**src/rtl/unwrap_pkg.sv**
```systemverilog
// Shared AXI read field types, burst encodings and queue depth for the read burst unwrapper
`default_nettype none

package unwrap_pkg;

  // ----------------------------------------
  // AXI read channel fields
  // ----------------------------------------
  typedef logic [31:0] addr_t;
  typedef logic [7:0]  len_t;
  typedef logic [2:0]  size_t;
  typedef logic [1:0]  burst_t;
  typedef logic [3:0]  id_t;
  typedef logic [31:0] data_t;

  // Burst type encodings, as on the bus
  localparam burst_t BURST_FIXED = 2'd0;
  localparam burst_t BURST_INCR  = 2'd1;
  localparam burst_t BURST_WRAP  = 2'd2;

  // ----------------------------------------
  // Beat counter queue
  // ----------------------------------------
  // Reads that may be outstanding at once
  localparam int unsigned MAX_READ_TXNS = 4;

  // Remaining beats of one burst, up to 256 so one bit wider than len_t
  typedef logic [$bits(len_t):0] cnt_t;

  // Slot index into the counter queue
  typedef logic [$clog2(MAX_READ_TXNS)-1:0] cnt_idx_t;

endpackage

`default_nettype wire

```
**src/rtl/ar_splitter.sv**
```systemverilog
// AR channel stage that turns unaligned wrap bursts into two INCR bursts; used by the top level
`timescale 1ns/10ps
`default_nettype none

module ar_splitter (
  input  wire logic              clk_i,
  input  wire logic              rst_n_i,
  // Upstream AR
  input  wire logic              ar_valid_i,
  input  wire unwrap_pkg::addr_t  ar_addr_i,
  input  wire unwrap_pkg::len_t   ar_len_i,
  input  wire unwrap_pkg::size_t  ar_size_i,
  input  wire unwrap_pkg::burst_t ar_burst_i,
  input  wire unwrap_pkg::id_t    ar_id_i,
  output logic                   ar_ready_o,
  // Downstream AR
  output logic                   out_valid_o,
  output unwrap_pkg::addr_t      out_addr_o,
  output unwrap_pkg::len_t       out_len_o,
  output unwrap_pkg::size_t      out_size_o,
  output unwrap_pkg::burst_t     out_burst_o,
  output unwrap_pkg::id_t        out_id_o,
  input  wire logic              out_ready_i,
  // Counter allocation
  output logic                   alloc_req_o,
  output unwrap_pkg::len_t       alloc_len_o,
  input  wire logic              alloc_gnt_i
);
  import unwrap_pkg::*;

  typedef enum logic {
    AR_IDLE,
    AR_BUSY
  } ar_state_e;

  ar_state_e state_q, state_d;

  addr_t container_size;
  addr_t wrap_boundary;
  logic  need_split;
  len_t  first_len;
  len_t  second_len;
  logic  load_second;

  // Second piece of a split, sent from the busy state
  addr_t sec_addr_q;
  len_t  sec_len_q;
  size_t sec_size_q;
  id_t   sec_id_q;

  // ----------------------------------------
  // Wrap geometry
  // ----------------------------------------
  // Bytes covered by the whole burst, a power of two for legal wrap bursts
  assign container_size = (addr_t'(ar_len_i) + addr_t'(1)) << ar_size_i;
  assign wrap_boundary  = ar_addr_i & ~(container_size - addr_t'(1));
  assign need_split     = (ar_burst_i == BURST_WRAP) && (ar_addr_i != wrap_boundary);

  // From the start address up to the end of the container
  assign first_len  = len_t'(((wrap_boundary + container_size - ar_addr_i) >> ar_size_i)
                             - addr_t'(1));
  // From the boundary back up to the start address
  assign second_len = len_t'(((ar_addr_i - wrap_boundary) >> ar_size_i) - addr_t'(1));

  // ----------------------------------------
  // State machine
  // ----------------------------------------
  always_comb begin
    state_d     = state_q;
    ar_ready_o  = 1'b0;
    out_valid_o = 1'b0;
    out_addr_o  = ar_addr_i;
    out_len_o   = ar_len_i;
    out_size_o  = ar_size_i;
    out_burst_o = ar_burst_i;
    out_id_o    = ar_id_i;
    alloc_req_o = 1'b0;
    // Upstream sees one burst, so the counter always gets the full length
    alloc_len_o = ar_len_i;
    load_second = 1'b0;

    unique case (state_q)
      AR_IDLE: begin
        // Hold off until a counter slot is free
        if (ar_valid_i && alloc_gnt_i) begin
          out_valid_o = 1'b1;
          if (need_split) begin
            out_burst_o = BURST_INCR;
            out_len_o   = first_len;
            if (out_ready_i) begin
              ar_ready_o  = 1'b1;
              alloc_req_o = 1'b1;
              load_second = 1'b1;
              state_d     = AR_BUSY;
            end
          end else begin
            // Aligned wrap maps directly onto an INCR burst
            if (ar_burst_i == BURST_WRAP) begin
              out_burst_o = BURST_INCR;
            end
            if (out_ready_i) begin
              ar_ready_o  = 1'b1;
              alloc_req_o = 1'b1;
            end
          end
        end
      end
      AR_BUSY: begin
        out_valid_o = 1'b1;
        out_addr_o  = sec_addr_q;
        out_len_o   = sec_len_q;
        out_size_o  = sec_size_q;
        out_burst_o = BURST_INCR;
        out_id_o    = sec_id_q;
        if (out_ready_i) begin
          state_d = AR_IDLE;
        end
      end
      default: begin
        state_d = AR_IDLE;
      end
    endcase
  end

  always_ff @(posedge clk_i) begin
    if (!rst_n_i) begin
      state_q <= AR_IDLE;
    end else begin
      state_q <= state_d;
    end
  end

  always_ff @(posedge clk_i) begin
    if (load_second) begin
      sec_addr_q <= wrap_boundary;
      sec_len_q  <= second_len;
      sec_size_q <= ar_size_i;
      sec_id_q   <= ar_id_i;
    end
  end

endmodule

`default_nettype wire

```
**src/rtl/beat_count_queue.sv**
```systemverilog
// In-order queue of remaining-beat counters that tells the R stage where each upstream burst ends
`timescale 1ns/10ps
`default_nettype none

module beat_count_queue (
  input  wire logic            clk_i,
  input  wire logic            rst_n_i,
  // Allocate, one entry per accepted upstream AR
  input  wire logic            alloc_req_i,
  input  wire unwrap_pkg::len_t alloc_len_i,
  output logic                 alloc_gnt_o,
  // Count down, one per R beat
  input  wire logic            cnt_req_i,
  input  wire logic            cnt_dec_i,
  output logic                 cnt_gnt_o,
  output unwrap_pkg::len_t     cnt_len_o
);
  import unwrap_pkg::*;

  // Occupancy needs to hold the full depth
  typedef logic [$clog2(MAX_READ_TXNS + 1)-1:0] occ_t;

  cnt_t     cnt_q [MAX_READ_TXNS];
  cnt_idx_t wr_idx_q;
  cnt_idx_t rd_idx_q;
  occ_t     count_q;

  cnt_t head_cnt;
  cnt_t head_left;
  logic do_alloc;
  logic do_dec;
  logic do_pop;

  // ----------------------------------------
  // Handshakes
  // ----------------------------------------
  assign alloc_gnt_o = (count_q != occ_t'(MAX_READ_TXNS));
  assign cnt_gnt_o   = (count_q != '0);

  assign head_cnt  = cnt_q[rd_idx_q];
  // Beats still to come after the current one
  assign head_left = head_cnt - cnt_t'(1);
  assign cnt_len_o = len_t'(head_left);

  assign do_alloc = alloc_req_i & alloc_gnt_o;
  assign do_dec   = cnt_req_i & cnt_gnt_o & cnt_dec_i;
  // Final beat of the head burst frees its slot
  assign do_pop   = do_dec & (cnt_len_o == '0);

  // ----------------------------------------
  // Counter storage
  // ----------------------------------------
  // Allocate and count-down never hit the same slot, the queue would have to be full and empty
  always_ff @(posedge clk_i) begin
    if (do_alloc) begin
      cnt_q[wr_idx_q] <= cnt_t'(alloc_len_i) + cnt_t'(1);
    end
    if (do_dec) begin
      cnt_q[rd_idx_q] <= head_left;
    end
  end

  always_ff @(posedge clk_i) begin
    if (!rst_n_i) begin
      wr_idx_q <= '0;
      rd_idx_q <= '0;
      count_q  <= '0;
    end else begin
      if (do_alloc) begin
        wr_idx_q <= wr_idx_q + cnt_idx_t'(1);
      end
      if (do_pop) begin
        rd_idx_q <= rd_idx_q + cnt_idx_t'(1);
      end
      if (do_alloc && !do_pop) begin
        count_q <= count_q + occ_t'(1);
      end else if (do_pop && !do_alloc) begin
        count_q <= count_q - occ_t'(1);
      end
    end
  end

endmodule

`default_nettype wire

```
**src/rtl/r_last_rebuild.sv**
```systemverilog
// R channel stage that forwards read beats and rebuilds last from the head beat counter
`timescale 1ns/10ps
`default_nettype none

module r_last_rebuild (
  input  wire logic             clk_i,
  input  wire logic             rst_n_i,
  // Downstream R
  input  wire logic             mst_r_valid_i,
  input  wire unwrap_pkg::data_t mst_r_data_i,
  input  wire unwrap_pkg::id_t   mst_r_id_i,
  output logic                  mst_r_ready_o,
  // Upstream R
  output logic                  slv_r_valid_o,
  output unwrap_pkg::data_t     slv_r_data_o,
  output unwrap_pkg::id_t       slv_r_id_o,
  output logic                  slv_r_last_o,
  input  wire logic             slv_r_ready_i,
  // Beat counter access
  output logic                  cnt_req_o,
  output logic                  cnt_dec_o,
  input  wire logic             cnt_gnt_i,
  input  wire unwrap_pkg::len_t  cnt_len_i
);

  typedef enum logic {
    R_FEEDTHROUGH,
    R_WAIT
  } r_state_e;

  r_state_e state_q, state_d;
  logic     last_q, last_d;

  always_comb begin
    state_d       = state_q;
    last_d        = last_q;
    cnt_req_o     = 1'b0;
    cnt_dec_o     = 1'b0;
    mst_r_ready_o = 1'b0;
    slv_r_valid_o = 1'b0;
    slv_r_data_o  = mst_r_data_i;
    slv_r_id_o    = mst_r_id_i;
    slv_r_last_o  = 1'b0;

    unique case (state_q)
      R_FEEDTHROUGH: begin
        if (mst_r_valid_i) begin
          cnt_req_o = 1'b1;
          if (cnt_gnt_i) begin
            last_d        = (cnt_len_i == '0);
            slv_r_last_o  = last_d;
            // Counted once, when the beat is first offered
            cnt_dec_o     = 1'b1;
            slv_r_valid_o = 1'b1;
            if (slv_r_ready_i) begin
              mst_r_ready_o = 1'b1;
            end else begin
              state_d = R_WAIT;
            end
          end
        end
      end
      R_WAIT: begin
        // Counter has already moved on, so replay the stored last
        slv_r_last_o  = last_q;
        slv_r_valid_o = mst_r_valid_i;
        if (mst_r_valid_i && slv_r_ready_i) begin
          mst_r_ready_o = 1'b1;
          state_d       = R_FEEDTHROUGH;
        end
      end
      default: begin
        state_d = R_FEEDTHROUGH;
      end
    endcase
  end

  always_ff @(posedge clk_i) begin
    if (!rst_n_i) begin
      state_q <= R_FEEDTHROUGH;
      last_q  <= 1'b0;
    end else begin
      state_q <= state_d;
      last_q  <= last_d;
    end
  end

endmodule

`default_nettype wire

```
**src/rtl/read_burst_unwrap.sv**
```systemverilog
// Top level of the read burst unwrapper; sits between an AXI read master and an in-order memory
`timescale 1ns/10ps
`default_nettype none

module read_burst_unwrap (
  input  wire logic              clk_i,
  input  wire logic              rst_n_i,
  // Upstream AR
  input  wire logic              slv_ar_valid_i,
  input  wire unwrap_pkg::addr_t  slv_ar_addr_i,
  input  wire unwrap_pkg::len_t   slv_ar_len_i,
  input  wire unwrap_pkg::size_t  slv_ar_size_i,
  input  wire unwrap_pkg::burst_t slv_ar_burst_i,
  input  wire unwrap_pkg::id_t    slv_ar_id_i,
  output logic                   slv_ar_ready_o,
  // Upstream R
  output logic                   slv_r_valid_o,
  output unwrap_pkg::data_t      slv_r_data_o,
  output unwrap_pkg::id_t        slv_r_id_o,
  output logic                   slv_r_last_o,
  input  wire logic              slv_r_ready_i,
  // Downstream AR
  output logic                   mst_ar_valid_o,
  output unwrap_pkg::addr_t      mst_ar_addr_o,
  output unwrap_pkg::len_t       mst_ar_len_o,
  output unwrap_pkg::size_t      mst_ar_size_o,
  output unwrap_pkg::burst_t     mst_ar_burst_o,
  output unwrap_pkg::id_t        mst_ar_id_o,
  input  wire logic              mst_ar_ready_i,
  // Downstream R, answered in order
  input  wire logic              mst_r_valid_i,
  input  wire unwrap_pkg::data_t  mst_r_data_i,
  input  wire unwrap_pkg::id_t    mst_r_id_i,
  output logic                   mst_r_ready_o
);
  import unwrap_pkg::*;

  logic alloc_req;
  logic alloc_gnt;
  len_t alloc_len;
  logic cnt_req;
  logic cnt_gnt;
  logic cnt_dec;
  len_t cnt_len;

  // ----------------------------------------
  // AR path
  // ----------------------------------------
  ar_splitter ar_splitter_i (
    .clk_i       (clk_i),
    .rst_n_i     (rst_n_i),
    .ar_valid_i  (slv_ar_valid_i),
    .ar_addr_i   (slv_ar_addr_i),
    .ar_len_i    (slv_ar_len_i),
    .ar_size_i   (slv_ar_size_i),
    .ar_burst_i  (slv_ar_burst_i),
    .ar_id_i     (slv_ar_id_i),
    .ar_ready_o  (slv_ar_ready_o),
    .out_valid_o (mst_ar_valid_o),
    .out_addr_o  (mst_ar_addr_o),
    .out_len_o   (mst_ar_len_o),
    .out_size_o  (mst_ar_size_o),
    .out_burst_o (mst_ar_burst_o),
    .out_id_o    (mst_ar_id_o),
    .out_ready_i (mst_ar_ready_i),
    .alloc_req_o (alloc_req),
    .alloc_len_o (alloc_len),
    .alloc_gnt_i (alloc_gnt)
  );

  beat_count_queue beat_count_queue_i (
    .clk_i       (clk_i),
    .rst_n_i     (rst_n_i),
    .alloc_req_i (alloc_req),
    .alloc_len_i (alloc_len),
    .alloc_gnt_o (alloc_gnt),
    .cnt_req_i   (cnt_req),
    .cnt_dec_i   (cnt_dec),
    .cnt_gnt_o   (cnt_gnt),
    .cnt_len_o   (cnt_len)
  );

  // ----------------------------------------
  // R path
  // ----------------------------------------
  r_last_rebuild r_last_rebuild_i (
    .clk_i         (clk_i),
    .rst_n_i       (rst_n_i),
    .mst_r_valid_i (mst_r_valid_i),
    .mst_r_data_i  (mst_r_data_i),
    .mst_r_id_i    (mst_r_id_i),
    .mst_r_ready_o (mst_r_ready_o),
    .slv_r_valid_o (slv_r_valid_o),
    .slv_r_data_o  (slv_r_data_o),
    .slv_r_id_o    (slv_r_id_o),
    .slv_r_last_o  (slv_r_last_o),
    .slv_r_ready_i (slv_r_ready_i),
    .cnt_req_o     (cnt_req),
    .cnt_dec_o     (cnt_dec),
    .cnt_gnt_i     (cnt_gnt),
    .cnt_len_i     (cnt_len)
  );

endmodule

`default_nettype wire

```
**config.mk**
```make
export PLATFORM = sky130hd
export DESIGN_NAME = read_burst_unwrap
export DESIGN_NICKNAME = d
export VERILOG_FILES = /design/src/rtl/unwrap_pkg.sv /design/src/rtl/ar_splitter.sv /design/src/rtl/beat_count_queue.sv /design/src/rtl/r_last_rebuild.sv /design/src/rtl/read_burst_unwrap.sv
export SDC_FILE = /design/constraint.sdc
export NUM_CORES = 1
export LEC_CHECK = 0
export ABC_AREA = 1
export BUFFER_PORTS_ARGS = -buffer_cell sky130_fd_sc_hd__buf_2
export CAP_MARGIN = 20
export CORE_ASPECT_RATIO = 0.8
export CORE_MARGIN = 2
export CORE_UTILIZATION = 30
export CTS_CLUSTER_SIZE = 20
export DETAILED_ROUTE_END_ITERATION = 7
export HOLD_SLACK_MARGIN = 0.06
export PLACE_DENSITY_LB_ADDON = 0.2
export SYNTH_ARGS = -nofsm -noshare
export SYNTH_HDL_FRONTEND = slang
export SYNTH_SLANG_ARGS = --single-unit
```
**constraint.sdc**
```tcl
create_clock -name clk_i -period 4.05 [get_ports clk_i]
set_clock_uncertainty 0.2 [all_clocks]
set_input_delay 0 -clock clk_i [delete_from_list [all_inputs] [get_ports clk_i]]
set_output_delay 0 -clock clk_i [all_outputs]
set_load 0.02 [all_outputs]
```
### Word level (Yosys, flattened, before mapping)

Memories as Yosys holds them, arrays and structs flattened. A register that Yosys moved wholly into a read port is not among the register bits.
Index checks and enable logic that the tools add are counted.

| operators by class | value |
|---|---|
| multiplexer cells | 47 |
| reductions and logical operators | 11 |
| equality and inequality tests | 3 |
| $add $sub $neg | 13 |
| bitwise gates (word level) | 8 |
| shifts and indexed selects | 3 |

Operators with widths:

| operator | number |
|---|---|
| $shr A32 B3 Y8 | 2 |
| $sub A32 B32 Y32 | 2 |
| $add A32 B32 Y32 | 1 |
| $and A32 B32 Y32 | 1 |
| $mux W32 | 1 |
| $ne A32 B32 Y1 | 1 |
| $not A32 Y32 | 1 |
| $shl A32 B3 Y32 | 1 |
| $sub A32 B1 Y32 const B | 1 |
| $mux W1 | 27 |
| $add A8 B1 Y9 const B | 2 |
| $mux W8 | 2 |
| $pmux W8 S2 | 1 |
| $sub A8 B1 Y8 const B | 2 |
| $pmux W1 S2 | 6 |
| $mux W2 | 5 |
| $mux W3 | 3 |
| $sub A9 B1 Y9 const B | 1 |
| $logic_not A8 Y1 | 1 |
| $logic_and A1 B1 Y1 | 5 |
| $add A2 B1 Y2 const B | 2 |
| $and A1 B1 Y1 | 4 |
| $mux W4 | 1 |
| $pmux W2 S2 | 1 |
| 9 further kinds | 11 |

| word-level totals | value |
|---|---|
| memories | 1 |
| bits in registers | 57 |
| memory bits (writable) | 36 |
| output and inout port bits | 90 |

Memories:

| name | words | width | read ports | clocked after Yosys merged registers in | wr ports | RTL line | text |
|---|---|---|---|---|---|---|---|
| beat_count_queue_i.cnt_q | 4 | 9 | 1 | 1 | 2 | beat_count_queue.sv:23 | `cnt_t cnt_q [MAX_READ_TXNS];` |

### Longest topological paths before layout

| logic depth | value |
|---|---|
| word-level depth | 12 |
| depth in mapped cells | 39 |

### By module

From an unflattened synthesis, not the netlist that was laid out.

| unflattened totals | value |
|---|---|
| cell total of the unflattened synthesis | 1,345 |
| area total of the unflattened synthesis | 9,292.7 µm² |

Modules (own cells, without submodules):

| module | area an instance (µm²) | cells each | instances | seq. area each (µm²) |
|---|---|---|---|---|
| ar_splitter | 6,364.9 | 980 | 1 | 1,431.4 |
| beat_count_queue | 2,506.2 | 302 | 1 | 1,141.1 |
| r_last_rebuild | 421.7 | 63 | 1 | 40.0 |

### Worst setup path before layout

No wires, ideal clock.

| timing | value |
|---|---|
| kind | in2out |
| from | input port slv_ar_len_i[0] |
| to | output port mst_ar_len_o[6] |
| setup slack | -0.401 ns |
| path buffers | 0 |
| stages | 31 |
| arrival | 4.251 ns |
| cell sequence | ha_1 -> o21ai_2 -> nor2_1 -> nand2_1 -> ha_1 -> nand2_1 -> inv_1 -> nand2_1 -> inv_1 -> nand2_1 -> nand3_2 -> ha_1 -> ha_1 -> a21oi_1 -> o21ai_0 -> a21oi_1 -> nor2_1 -> nor2_1 -> xnor2_1 -> o21ai_0 -> nand2_1 -> o21ai_0 -> inv_1 -> o21ai_0 -> ha_1 -> inv_1 -> nor2_1 -> nand2_1 -> o21ai_0 -> a21oi_1 -> o21ai_1 |

| between the ends | value |
|---|---|
| cells in the longest elaborated chain, start to end | 12 |

Ends and longest elaborated chain:

| item | RTL line | text |
|---|---|---|
| from (decl) | read_burst_unwrap.sv:11 | `input wire unwrap_pkg::len_t slv_ar_len_i,` |
| $add A8 B1 Y9 (*) | ar_splitter.sv:55 | `assign container_size = (addr_t'(ar_len_i) + addr_t'(1)) << ar_size_i;` |
| $shl A32 B3 Y32 (*) | ar_splitter.sv:55 |  |
| $sub A32 B1 Y32 | ar_splitter.sv:56 | `assign wrap_boundary = ar_addr_i & ~(container_size - addr_t'(1));` |
| $not A32 Y32 | ar_splitter.sv:56 |  |
| $and A32 B32 Y32 | ar_splitter.sv:56 |  |
| $add A32 B32 Y32 | ar_splitter.sv:60 | `assign first_len = len_t'(((wrap_boundary + container_size - ar_addr_i) >> ar_size_i)` |
| $sub A32 B32 Y32 | ar_splitter.sv:60 |  |
| $shr A32 B3 Y8 | ar_splitter.sv:60 |  |
| $sub A8 B1 Y8 | ar_splitter.sv:61 | `- addr_t'(1));` |
| $mux W8 (*) | ar_splitter.sv:87 | `if (need_split) begin` |
| $mux W8 (*) | ar_splitter.sv:85 | `if (ar_valid_i && alloc_gnt_i) begin` |
| $pmux W8 S2 (*) | ar_splitter.sv:82 | `unique case (state_q)` |
| to (decl) | read_burst_unwrap.sv:25 | `output unwrap_pkg::len_t mst_ar_len_o,` |

Every way passes the cells marked *; elsewhere a longest branch is shown, timed or not.

### Worst setup path after layout

Ends and elaborated chain as after synthesis.

==> reports/metrics.cfg <==
[power_and_ir_drop]
ir_drop_mv=0.222
power_leakage_uw=0.00597
total_power_uw=3860
power_density_nw_per_um2=303

[synth]
synth_nets=1398
synthArstFlopShare_pct=0
ys.flop_type=edfxtp_1
ys_types=49
yosysWarnings=0
syn_area_per_cell_um2=6.79
synth_edf_count=79
synth_seq_cells=91
netlist_area_um2=8600
synth_cells=1267
synth-seq-area-share_pct=30.4

[drt]
wl_met3_um=1440
drc=0
vias_per_cell=4.76
postRouteAntennaNets=0
dr_wl_met2_um=12200
drt-total-wl_um=30000
num_vias=9429
wire_per_inst_um=15.1
drt_pass1_iterations=5
dr.max_layer_used=met4
drt-met1-wl_um=16000
drt_iter0_drc=723

[finish]
multi_input_area_um2=5600
register_area_um2=2610
syn_to_final_growth_pct=48.2
final_nets=1736
drive_gt1_share_pct=33.3
fillers=2871

[clocking]
ctsHtreeMaxLevel=3
cts_tree=done
numCtsBuffers=9
clock_path_buffers=2
cts.sink_count=91
root_buffer=clkbuf_16
path_clk_slew_ps=80
clk_latency_ps=370

[place]
dpl.hpwl_um=22800
place_congestion=0.885
pre_cts_slack_ps=-551
numPortBuffers=108

[floorplanning]
rows=55
ios=181
die_w_um=193
start_util_pct=30.5
die_area_um2=30100
core_area_um2=28200
die_h_um=155

[critical_path]
worst-path-buf-inv=6
crit_type=input port to primary output
path_common_cell=nand2_1
cp.required_ps=3850
cp_max_fo=5
cp_slowest_stage_delay_ps=300
worstSetupStartpointType=input port
crit_arrival_ps=4060
end_kind=primary output
cpMaxStageDelayCell=or2_2
crit_family=simple AND/OR/NAND/NOR gates

[sta]
fin_crit_sh_pct=105
post-route-min-period_ps=4260
slew_headroom_pct=56.5
hold_viol=0
setup_violations=7
tightest_slew_ps=647
grt_setup_unrepaired=true
fmax_mhz=235
slew_viol_final=0
setup_slack_ps=-208

[hold_path]
hp-class=input port to flop

[global_route]
grt.total_usage_pct=19.5
grt_first_pass_wirelength_um=46400
grt_pass1_vias=8603
grt_overflow=0
antenna_found_initial=1
grt_max_degree=58

[status]
failed_checks=negative setup slack
status=finished, violations left

[job]
drv_cap=0

==> worst min-delay path: cells and delay by family <==
kind / cells / cell delay, ps
compound gates: 1 / 60
buf+inv: 4 / 480
simple gates: 1 / 50
==> stage by stage <==
step | setup TNS (ps) | utilization, % | cells | hold slack, ps | cell area (um2)
2_1_floorplan | 0 | - | 1267 | -105 | 8660
3_3_place_gp | -9660 | 37.6 | 1849 | -200 | 10600
3_5_place_dp | -9580 | 37.6 | 1849 | -200 | 10600
4_1_cts | -534 | 43.7 | 1970 | 132 | 12300
5_1_grt | -7670 | 45.2 | 1981 | 133 | 12700
6_report | -831 | 45.2 | 1981 | 126 | 12700
==> final timing paths <==
kind,from,end,slack [ps],depth (start not counted)
worst max-delay path,slv_ar_len_i[0],mst_ar_len_o[6],-210,33
worst min-delay path,slv_ar_len_i[0],beat_count_queue_i.cnt_q[1][0],130,6
worst max register to register,flop,beat_count_queue_i.count_q[2],660,17
worst min register to register,r_last_rebuild_i.last_q,r_last_rebuild_i.last_q,280,2
==> flip-flops by register name (all words and copies together) (netlist names), named ones only <==
name / flops
beat_count_queue_i.count_q: 3
r_last_rebuild_i.state_q: 1
ar_splitter_i.sec_id_q: 4
ar_splitter_i.sec_size_q: 3
r_last_rebuild_i.last_q: 1
ar_splitter_i.state_q: 1
beat_count_queue_i.wr_idx_q: 2
beat_count_queue_i.rd_idx_q: 2
ar_splitter_i.sec_len_q: 8
beat_count_queue_i.cnt_q: 32
ar_splitter_i.sec_addr_q: 32
==> area by class of cell <==
| class | count | area share [%] |
|---|---|---|
| sequential | 91 | 20.5 |
| clock inverter | 7 | 0.785 |
| inverter | 143 | 4.39 |
| clock buffer | 9 | 1.77 |
| antenna | 1 | 0.0196 |
| timing repair buffer | 410 | 25.0 |
| multi-input combinational | 950 | 43.9 |
| tap | 370 | 3.63 |
==> synth_stat cells (19+ instances only) <==
master	n	area (um2)
o21ai_0	115	576
a21oi_1	52	260
ha_1	38	475
clkbuf_1	25	93.8
o21ai_1	19	95.1
nand3_2	23	230
inv_1	130	488
nand2_1	366	1370
nor2_1	71	267
buf_4	38	285
edfxtp_1	79	2370
nand2_2	20	125
nand4_1	20	125
nand3_1	136	681
==> power by group <==
group	internal [uW]	switching (uW)	total [uW]
sequential	1060	12.7	1080
clock	505	451	955
combinational	821	1010	1830
==> per-layer routing <==
layer / vias up / GRT usage, %
li1: 4860 / -
met1: 4319 / 30.8
met2: 231 / 27.6
met3: 19 / 2.51
met4: 0 / 4.00
met5: - / 0
==> cell usage in the layout (no fill, tap or decap), types with 26 or more instances in the layout <==
cell	count
edfxtp_1	79
dlygate4sd3_1	80
nor2_1	57
buf_2	96
buf_4	214
o21ai_0	99
a21oi_1	42
nand2_2	42
nand3_2	26
inv_1	121
nand3_1	126
nand2_1	340
==> cell families after synthesis <==
logic type	share of synthesized area [%]
AO/OA/AOI/OAI	13.5
flip-flops	30.4
AND/OR/NAND/NOR	35.6
XOR/XNOR	2.65
buffers and inverters	11.9
adder cells (fa/ha/maj)	5.99
==> what timing repair did <==
item	in CTS	in global routing
pin swaps	73	64
endpoints found under the setup margin	8	56
gates resized for setup	113	66
cloned	0	3
hold endpoints to repair	90	0
setup buffers	27	7
hold buffers	80	0
Power figures use the tool's default switching activity.
